<file path="src/hdl/csr_pkg.sv">
`default_nettype none

package csr_pkg;

    localparam int xlen = 32;
    localparam int csr_addr_w = 12;
    localparam int counter_w = 64;

    typedef logic [csr_addr_w-1:0] csr_addr_t;
    typedef logic [xlen-1:0] csr_word_t;

    // machine trap setup and handling
    localparam csr_addr_t csr_mstatus  = 12'h300;
    localparam csr_addr_t csr_misa     = 12'h301;
    localparam csr_addr_t csr_mie      = 12'h304;
    localparam csr_addr_t csr_mtvec    = 12'h305;
    localparam csr_addr_t csr_mscratch = 12'h340;
    localparam csr_addr_t csr_mepc     = 12'h341;
    localparam csr_addr_t csr_mcause   = 12'h342;
    localparam csr_addr_t csr_mtval    = 12'h343;

    // machine counters and their user-level aliases
    localparam csr_addr_t csr_mcycle    = 12'hB00;
    localparam csr_addr_t csr_minstret  = 12'hB02;
    localparam csr_addr_t csr_mcycleh   = 12'hB80;
    localparam csr_addr_t csr_minstreth = 12'hB82;
    localparam csr_addr_t csr_cycle     = 12'hC00;
    localparam csr_addr_t csr_time      = 12'hC01;
    localparam csr_addr_t csr_instret   = 12'hC02;
    localparam csr_addr_t csr_cycleh    = 12'hC80;
    localparam csr_addr_t csr_timeh     = 12'hC81;
    localparam csr_addr_t csr_instreth  = 12'hC82;

    // mxl = 1 (32 bit), extension I only
    localparam csr_word_t misa_value = 32'h4000_0100;

    typedef enum logic [1:0] {
        op_rw = 2'b00,
        op_rs = 2'b01,
        op_rc = 2'b10
    } write_op_t;

    localparam logic src_imm = 1'b0;
    localparam logic src_reg = 1'b1;

    typedef logic [3:0] cause_t;

    localparam cause_t cause_instr_misaligned = 4'd0;
    localparam cause_t cause_instr_fault      = 4'd1;
    localparam cause_t cause_illegal_instr    = 4'd2;
    localparam cause_t cause_breakpoint       = 4'd3;
    localparam cause_t cause_load_misaligned  = 4'd4;
    localparam cause_t cause_load_fault       = 4'd5;
    localparam cause_t cause_store_misaligned = 4'd6;
    localparam cause_t cause_store_fault      = 4'd7;
    localparam cause_t cause_ecall_m          = 4'd11;

    typedef struct packed {
        logic      read;
        logic      write;
        logic      src;
        write_op_t op;
        csr_addr_t addr;
        csr_word_t rs1_value;
        csr_word_t imm_value;
    } csr_req_t;

    typedef struct packed {
        logic      exception;
        cause_t    cause;
        logic      mret;
        csr_word_t pc;
    } trap_req_t;

    typedef struct packed {
        logic      strobe;
        csr_addr_t addr;
        csr_word_t value;
    } csr_write_t;

    typedef struct packed {
        logic      exception;
        cause_t    cause;
        logic      mret;
        csr_word_t pc;
    } trap_event_t;

    typedef struct packed {
        logic            mstatus_mie;
        logic            mstatus_mpie;
        logic            mie_meie;
        logic            mie_mtie;
        logic            mie_msie;
        logic [xlen-3:0] mtvec_base;
        logic            mtvec_mode;
        csr_word_t       mscratch;
        csr_word_t       mtval;
        logic [xlen-3:0] mepc;
        logic            mcause_interrupt;
        cause_t          mcause_code;
    } machine_state_t;

    typedef struct packed {
        logic [counter_w-1:0] cycle;
        logic [counter_w-1:0] instret;
    } counters_t;

endpackage

`default_nettype wire

</file>
<file path="src/hdl/csr_access.sv">
`default_nettype none

module csr_access import csr_pkg::*; (
    input  csr_req_t       req,
    input  logic           commit,
    input  machine_state_t state,
    input  counters_t      counters,
    output csr_word_t      read_value,
    output csr_write_t     wr
);

    csr_word_t operand;
    csr_word_t new_value;

    assign operand = (req.src == src_reg) ? req.rs1_value : req.imm_value;

    // anything not implemented here reads zero
    always_comb begin
        case (req.addr)
            csr_mstatus: begin
                read_value = '0;
                read_value[12:11] = 2'b11;
                read_value[7] = state.mstatus_mpie;
                read_value[3] = state.mstatus_mie;
            end
            csr_misa: begin
                read_value = misa_value;
            end
            csr_mie: begin
                read_value = '0;
                read_value[11] = state.mie_meie;
                read_value[7] = state.mie_mtie;
                read_value[3] = state.mie_msie;
            end
            csr_mtvec: begin
                read_value = {state.mtvec_base, 1'b0, state.mtvec_mode};
            end
            csr_mscratch: begin
                read_value = state.mscratch;
            end
            csr_mepc: begin
                read_value = {state.mepc, 2'b00};
            end
            csr_mcause: begin
                read_value = '0;
                read_value[xlen-1] = state.mcause_interrupt;
                read_value[3:0] = state.mcause_code;
            end
            csr_mtval: begin
                read_value = state.mtval;
            end
            // time has no separate source and follows the cycle count
            csr_mcycle, csr_cycle, csr_time: begin
                read_value = counters.cycle[xlen-1:0];
            end
            csr_mcycleh, csr_cycleh, csr_timeh: begin
                read_value = counters.cycle[counter_w-1:xlen];
            end
            csr_minstret, csr_instret: begin
                read_value = counters.instret[xlen-1:0];
            end
            csr_minstreth, csr_instreth: begin
                read_value = counters.instret[counter_w-1:xlen];
            end
            default: begin
                read_value = '0;
            end
        endcase
    end

    // read-modify-write against the current read word
    always_comb begin
        case (req.op)
            op_rs: begin
                new_value = read_value | operand;
            end
            op_rc: begin
                new_value = read_value & ~operand;
            end
            default: begin
                new_value = operand;
            end
        endcase
    end

    always_comb begin
        wr.strobe = req.write && commit;
        wr.addr = req.addr;
        wr.value = new_value;
    end

endmodule

`default_nettype wire

</file>
<file path="src/hdl/csr_unit.sv">
`default_nettype none

module csr_unit import csr_pkg::*; (
    input  logic                 clk,
    input  logic                 reset,
    input  logic                 stall,
    input  logic                 flush,
    input  logic                 writeback_flush,
    input  csr_req_t             req,
    input  trap_req_t            trap,
    input  logic                 instr_retired,
    output csr_word_t            read_value,
    output logic                 trap_taken,
    output csr_word_t            trap_pc,
    output logic [counter_w-1:0] cycle
);

    logic           commit;
    csr_write_t     wr;
    trap_event_t    trap_event;
    machine_state_t state;
    counters_t      counters;

    assign cycle = counters.cycle;

    trap_ctrl u_trap_ctrl (
        .stall      (stall),
        .flush      (flush),
        .trap       (trap),
        .state      (state),
        .commit     (commit),
        .trap_event (trap_event),
        .trap_taken (trap_taken),
        .trap_pc    (trap_pc)
    );

    csr_access u_csr_access (
        .req        (req),
        .commit     (commit),
        .state      (state),
        .counters   (counters),
        .read_value (read_value),
        .wr         (wr)
    );

    machine_regs u_machine_regs (
        .clk        (clk),
        .reset      (reset),
        .wr         (wr),
        .trap_event (trap_event),
        .state      (state)
    );

    perf_counters u_perf_counters (
        .clk             (clk),
        .reset           (reset),
        .instr_retired   (instr_retired),
        .writeback_flush (writeback_flush),
        .counters        (counters)
    );

endmodule

`default_nettype wire

</file>
<file path="src/hdl/machine_regs.sv">
`default_nettype none

module machine_regs import csr_pkg::*; (
    input  logic           clk,
    input  logic           reset,
    input  csr_write_t     wr,
    input  trap_event_t    trap_event,
    output machine_state_t state
);

    always_ff @(posedge clk) begin
        if (reset) begin
            state <= '0;
        end else begin
            // software writes keep only the defined fields
            if (wr.strobe) begin
                case (wr.addr)
                    csr_mstatus: begin
                        state.mstatus_mpie <= wr.value[7];
                        state.mstatus_mie <= wr.value[3];
                    end
                    csr_mie: begin
                        state.mie_meie <= wr.value[11];
                        state.mie_mtie <= wr.value[7];
                        state.mie_msie <= wr.value[3];
                    end
                    csr_mtvec: begin
                        state.mtvec_base <= wr.value[xlen-1:2];
                        state.mtvec_mode <= wr.value[0];
                    end
                    csr_mscratch: begin
                        state.mscratch <= wr.value;
                    end
                    csr_mepc: begin
                        state.mepc <= wr.value[xlen-1:2];
                    end
                    csr_mcause: begin
                        state.mcause_interrupt <= wr.value[xlen-1];
                        state.mcause_code <= wr.value[3:0];
                    end
                    csr_mtval: begin
                        state.mtval <= wr.value;
                    end
                    default: begin
                    end
                endcase
            end

            // trap updates come last so they override a same-cycle write
            if (trap_event.exception) begin
                state.mepc <= trap_event.pc[xlen-1:2];
                state.mcause_interrupt <= 1'b0;
                state.mcause_code <= trap_event.cause;
            end else if (trap_event.mret) begin
                state.mstatus_mie <= state.mstatus_mpie;
                state.mstatus_mpie <= 1'b1;
            end
        end
    end

    // trap_ctrl already orders exception ahead of mret
    assert property (@(posedge clk) disable iff (reset)
        !(trap_event.exception && trap_event.mret))
        else $error("exception and mret events in the same cycle");

endmodule

`default_nettype wire

</file>
<file path="src/hdl/perf_counters.sv">
`default_nettype none

module perf_counters import csr_pkg::*; (
    input  logic      clk,
    input  logic      reset,
    input  logic      instr_retired,
    input  logic      writeback_flush,
    output counters_t counters
);

    logic retire;

    // an instruction flushed at writeback never retires
    assign retire = instr_retired && !writeback_flush;

    always_ff @(posedge clk) begin
        if (reset) begin
            counters <= '0;
        end else begin
            counters.cycle <= counters.cycle + 1'b1;
            if (retire) begin
                counters.instret <= counters.instret + 1'b1;
            end
        end
    end

    assert property (@(posedge clk)
        !reset && !$past(reset) |-> counters.cycle == $past(counters.cycle) + 1'b1)
        else $error("cycle counter did not advance by one");

endmodule

`default_nettype wire

</file>
<file path="src/hdl/trap_ctrl.sv">
`default_nettype none

module trap_ctrl import csr_pkg::*; (
    input  logic           stall,
    input  logic           flush,
    input  trap_req_t      trap,
    input  machine_state_t state,
    output logic           commit,
    output trap_event_t    trap_event,
    output logic           trap_taken,
    output csr_word_t      trap_pc
);

    assign commit = !stall && !flush;

    always_comb begin
        trap_event.exception = commit && trap.exception;
        trap_event.mret = commit && trap.mret && !trap.exception;
        trap_event.cause = trap.cause;
        trap_event.pc = trap.pc;
    end

    // redirect target with the exception first
    always_comb begin
        trap_taken = 1'b0;
        trap_pc = '0;
        if (trap_event.exception) begin
            trap_taken = 1'b1;
            trap_pc = {state.mtvec_base, 2'b00};
        end else if (trap_event.mret) begin
            trap_taken = 1'b1;
            trap_pc = {state.mepc, 2'b00};
        end
    end

endmodule

`default_nettype wire
</file>
<file path="config.mk">
export PLATFORM = sky130hd
export DESIGN_NAME = csr_unit
export DESIGN_NICKNAME = d
export VERILOG_FILES = /design/src/hdl/csr_pkg.sv /design/src/hdl/csr_access.sv /design/src/hdl/csr_unit.sv /design/src/hdl/machine_regs.sv /design/src/hdl/perf_counters.sv /design/src/hdl/trap_ctrl.sv
export SDC_FILE = /design/constraint.sdc
export NUM_CORES = 1
export LEC_CHECK = 0
export ABC_AREA = 1
export BUFFER_PORTS_ARGS = -buffer_cell sky130_fd_sc_hd__buf_2
export CAP_MARGIN = 20
export CORE_ASPECT_RATIO = 0.8
export CORE_MARGIN = 5
export CORE_UTILIZATION = 50
export DETAILED_ROUTE_END_ITERATION = 10
export PLACE_DENSITY = 0.69
export SETUP_SLACK_MARGIN = 0.4
export SLEW_MARGIN = 10
export SYNTH_ARGS = -nofsm -noshare
export SYNTH_HDL_FRONTEND = slang
export SYNTH_HIERARCHICAL = 1
export SYNTH_SLANG_ARGS = --single-unit
</file>
<file path="constraint.sdc">
create_clock -name clk -period 3 [get_ports clk]
set_input_delay 0.15 -clock clk [delete_from_list [all_inputs] [get_ports clk]]
set_output_delay 0.15 -clock clk [all_outputs]
set_load 0.05 [all_outputs]
</file>
==> flow_metrics.env <==
export IMPL_drt_antenna_violating_nets=0
export IMPL_clock_tree_htree_level_count=1
export IMPL_drcViolationCount=0
export IMPL_max_cap_violations=0
export IMPL_critPathMaxFanout=17
export IMPL_drtPass1Iterations=6
export IMPL_detail_route_wirelength_um=71600
export IMPL_design_die_area_mm2=0.0387
export IMPL_detailroute_via_count=20100
export IMPL_top_layer_used="met4"
export IMPL_comb_power_share_pct=8.9
export IMPL_tritoncts_clock_tree="done"
export IMPL_die_h_um=177
export IMPL_nets_finish=3166
export IMPL_startpoint_type="input pin"
export IMPL_whs_endpoint="u_perf_counters/counters[36]"
export IMPL_clk_latency_worst_skew_pair_ns=0.60
export IMPL_cellPowerDensity_mw_per_mm2=423
export IMPL_rr_worst_depth=10
export IMPL_final_setup_tns_ns=0
export IMPL_worst_clock_skew_ns=0.0145
export IMPL_clock_power_share_pct=49.1
export IMPL_hp_class="in -> reg"
export IMPL_total_power_uw=8470
export IMPL_swShare_pct=25.8
export IMPL_r2r_slack_ns=0.80
export IMPL_die_width_um=219
export IMPL_initial_core_util_pct=50.4
export IMPL_1st_iter_drt_viols=2440
export IMPL_clock_sink_count=263
export IMPL_top_level_ports=254
export IMPL_layout_cells_most_common="nand2_1"
export IMPL_clockBufferDepth=3
export IMPL_setup_slack_ns=0.576
export IMPL_peak_freq_ghz=0.413
export IMPL_postSynthCellCount=2860
export IMPL_post_route_period_util_pct=80.8
export IMPL_post_drt_wl_per_cell_um=20.3
export IMPL_library_cell_contributing_the_largest_single_delay_on_the_critical_path="nand2_1"
export IMPL_placement_rows=61
export IMPL_grt_pass1_vias=18100
export IMPL_timing_max_transition_violations_final=0
export IMPL_critical_path_max_stage_delay_ns=0.36
export IMPL_worst_ep_required_time_ns=2.85
export IMPL_grt_max_degree=65
export IMPL_setup_violations_final=0
export IMPL_sum_of_net_half_perimeters_after_detailed_placement_um=54300
export IMPL_holdCritStartpoint="reset"
export IMPL_antenna_found_initial=0
export IMPL_peakVddDrop_mv=0.428
export IMPL_crit_path_cell_trace="buf_2 -> nor2_1 -> nand2_1 -> nor2_1 -> nand2_1 -> nand2_1 -> buf_4 -> nand2_1 -> nand3_1 -> or2_2 -> buf_2"
export IMPL_post_dp_cell_area_mm2=0.0186
export IMPL_wire_length_of_the_first_global_routing_pass_um=107000
export IMPL_route_met2_wl_um=31500
export IMPL_post_place_ws_ns=0.324
export IMPL_synthToLayoutAreaGrowth_pct=14.9
export IMPL_avg_inst_size_synth_um2=6.09
export IMPL_hold_viol_final=0
export IMPL_maxSlewHeadroom_pct=43.6
export IMPL_filler_cell_count=3501
export IMPL_power_net_switching_uw=2190
export IMPL_crit_reg2reg_capture="u_perf_counters/counters[118]"
export IMPL_timing_critical_path_arrival_ns=2.27
export IMPL_leak_pwr_uw=0.00858
export IMPL_antenna_cells=0
export IMPL_setup_worst_path_end_class="output port"
export IMPL_route_detailed_vias_per_inst=5.70
export IMPL_p_int_uw=6280
export IMPL_yosysWarningCount=6
export IMPL_power_sequential_fraction_pct=42.0
export IMPL_whs_path_depth=3
export IMPL_detailroute_wirelength_met3_um=7280
export IMPL_gp_congestion=0.960
export IMPL_root_buffer="clkbuf_16"
export IMPL_crit_top_cell="nand2_1"
export IMPL_post_cts_resized=0
export IMPL_mappedNetlistArea_mm2=0.0174
export IMPL_rsz0062_at_grt="false"
export IMPL_timing_worst_slew_pin_value_ns=0.844
export IMPL_core_area_mm2=0.0346
export IMPL_finalWorstPathRequiredPeriod_ns=2.42
export IMPL_timing_rr_start="u_perf_counters/counters[64]"
export IMPL_m1WireLength_um=29900
export IMPL_proportion_of_layout_cells_with_a_drive_suffix_above_1_pct=14.2
export IMPL_place_port_buffers=248
export IMPL_final_cell_mix="nand2_1 (685), nor2_1 (485), nand3_1 (366)"
export IMPL_grt_remaining_overflow=0
export IMPL_cts_inserted_buffers=30
export IMPL_post_route_cell_area_mm2=0.0200
export IMPL_clock_edge_transition_at_the_registers_on_the_reported_setup_and_hold_paths_ns=0.07
export IMPL_outcome="completed"
export IMPL_timing_setup_critical_path_class="in -> out"
export IMPL_final_util_pct=57.9
export IMPL_groute_usage_overall_pct=35.5
==> routing by layer <==
metal	GRT usage, %	vias to the layer above
li1	-	9499
met1	49.8	9357
met2	55.9	1096
met3	5.51	154
met4	11.9	0
met5	0	-
==> final cells by class <==
cell class	instances	area, µm²	share of cell area, %
Multi-Input combinational cell	2149	10100	50.2
Clock buffer	38	851	4.25
Tap cell	472	591	2.95
Clock inverter	13	243	1.21
Inverter	271	1020	5.10
Sequential cell	263	5270	26.3
Timing Repair Buffer	322	1990	9.93
==> flip-flops by register name, summed over array words and instances, names as in the netlist <==
| name | flops |
|---|---|
| u_perf_counters/counters | 128 |
| u_machine_regs/state | 135 |
==> worst max-delay path by stage <==
stage	startpoint	slack [ns]	cells after the start	endpoint
finish	req[64]	0.58	11	read_value[10]
detailed placement	req[65]	0.32	17	u_machine_regs/state[10]
floorplan	u_perf_counters/counters[64]	1.01	10	u_perf_counters/counters[122]
global placement	req[69]	0.41	15	u_machine_regs/state[12]
CTS	req[65]	0.67	11	read_value[10]
global route	req[64]	0.48	11	read_value[10]
==> power groups by stage <==
stage / clock [µW] / combinational [µW] / sequential [µW]
after floorplan: 0 / 478 / 3630
after global placement: 0 / 689 / 3630
after detailed placement: 0 / 700 / 3630
after CTS: 4170 / 737 / 3550
after global routing: 4320 / 816 / 3550
final: 4160 / 757 / 3550
==> stage by stage <==
| step | hold slack (ns) | instances |
|---|---|---|
| after floorplan | 0.219 | 2861 |
| after global placement | 0.430 | 3443 |
| after detailed placement | 0.435 | 3443 |
| after CTS | 0.0563 | 3528 |
| after global routing | 0.0675 | 3528 |
| final | 0.0739 | 3528 |
==> timing repair <==
| action | 4_1_cts | 5_1_grt |
|---|---|---|
| hold endpoints to repair | 34 | 0 |
| buffers inserted | 0 | 0 |
| hold buffers | 34 | 0 |
==> critical path: cells and delay by family <==
family        cells  cell delay (ns)
buf+inv           3             0.71
simple gates      8             1.40
(Power assumes the default switching activity.)
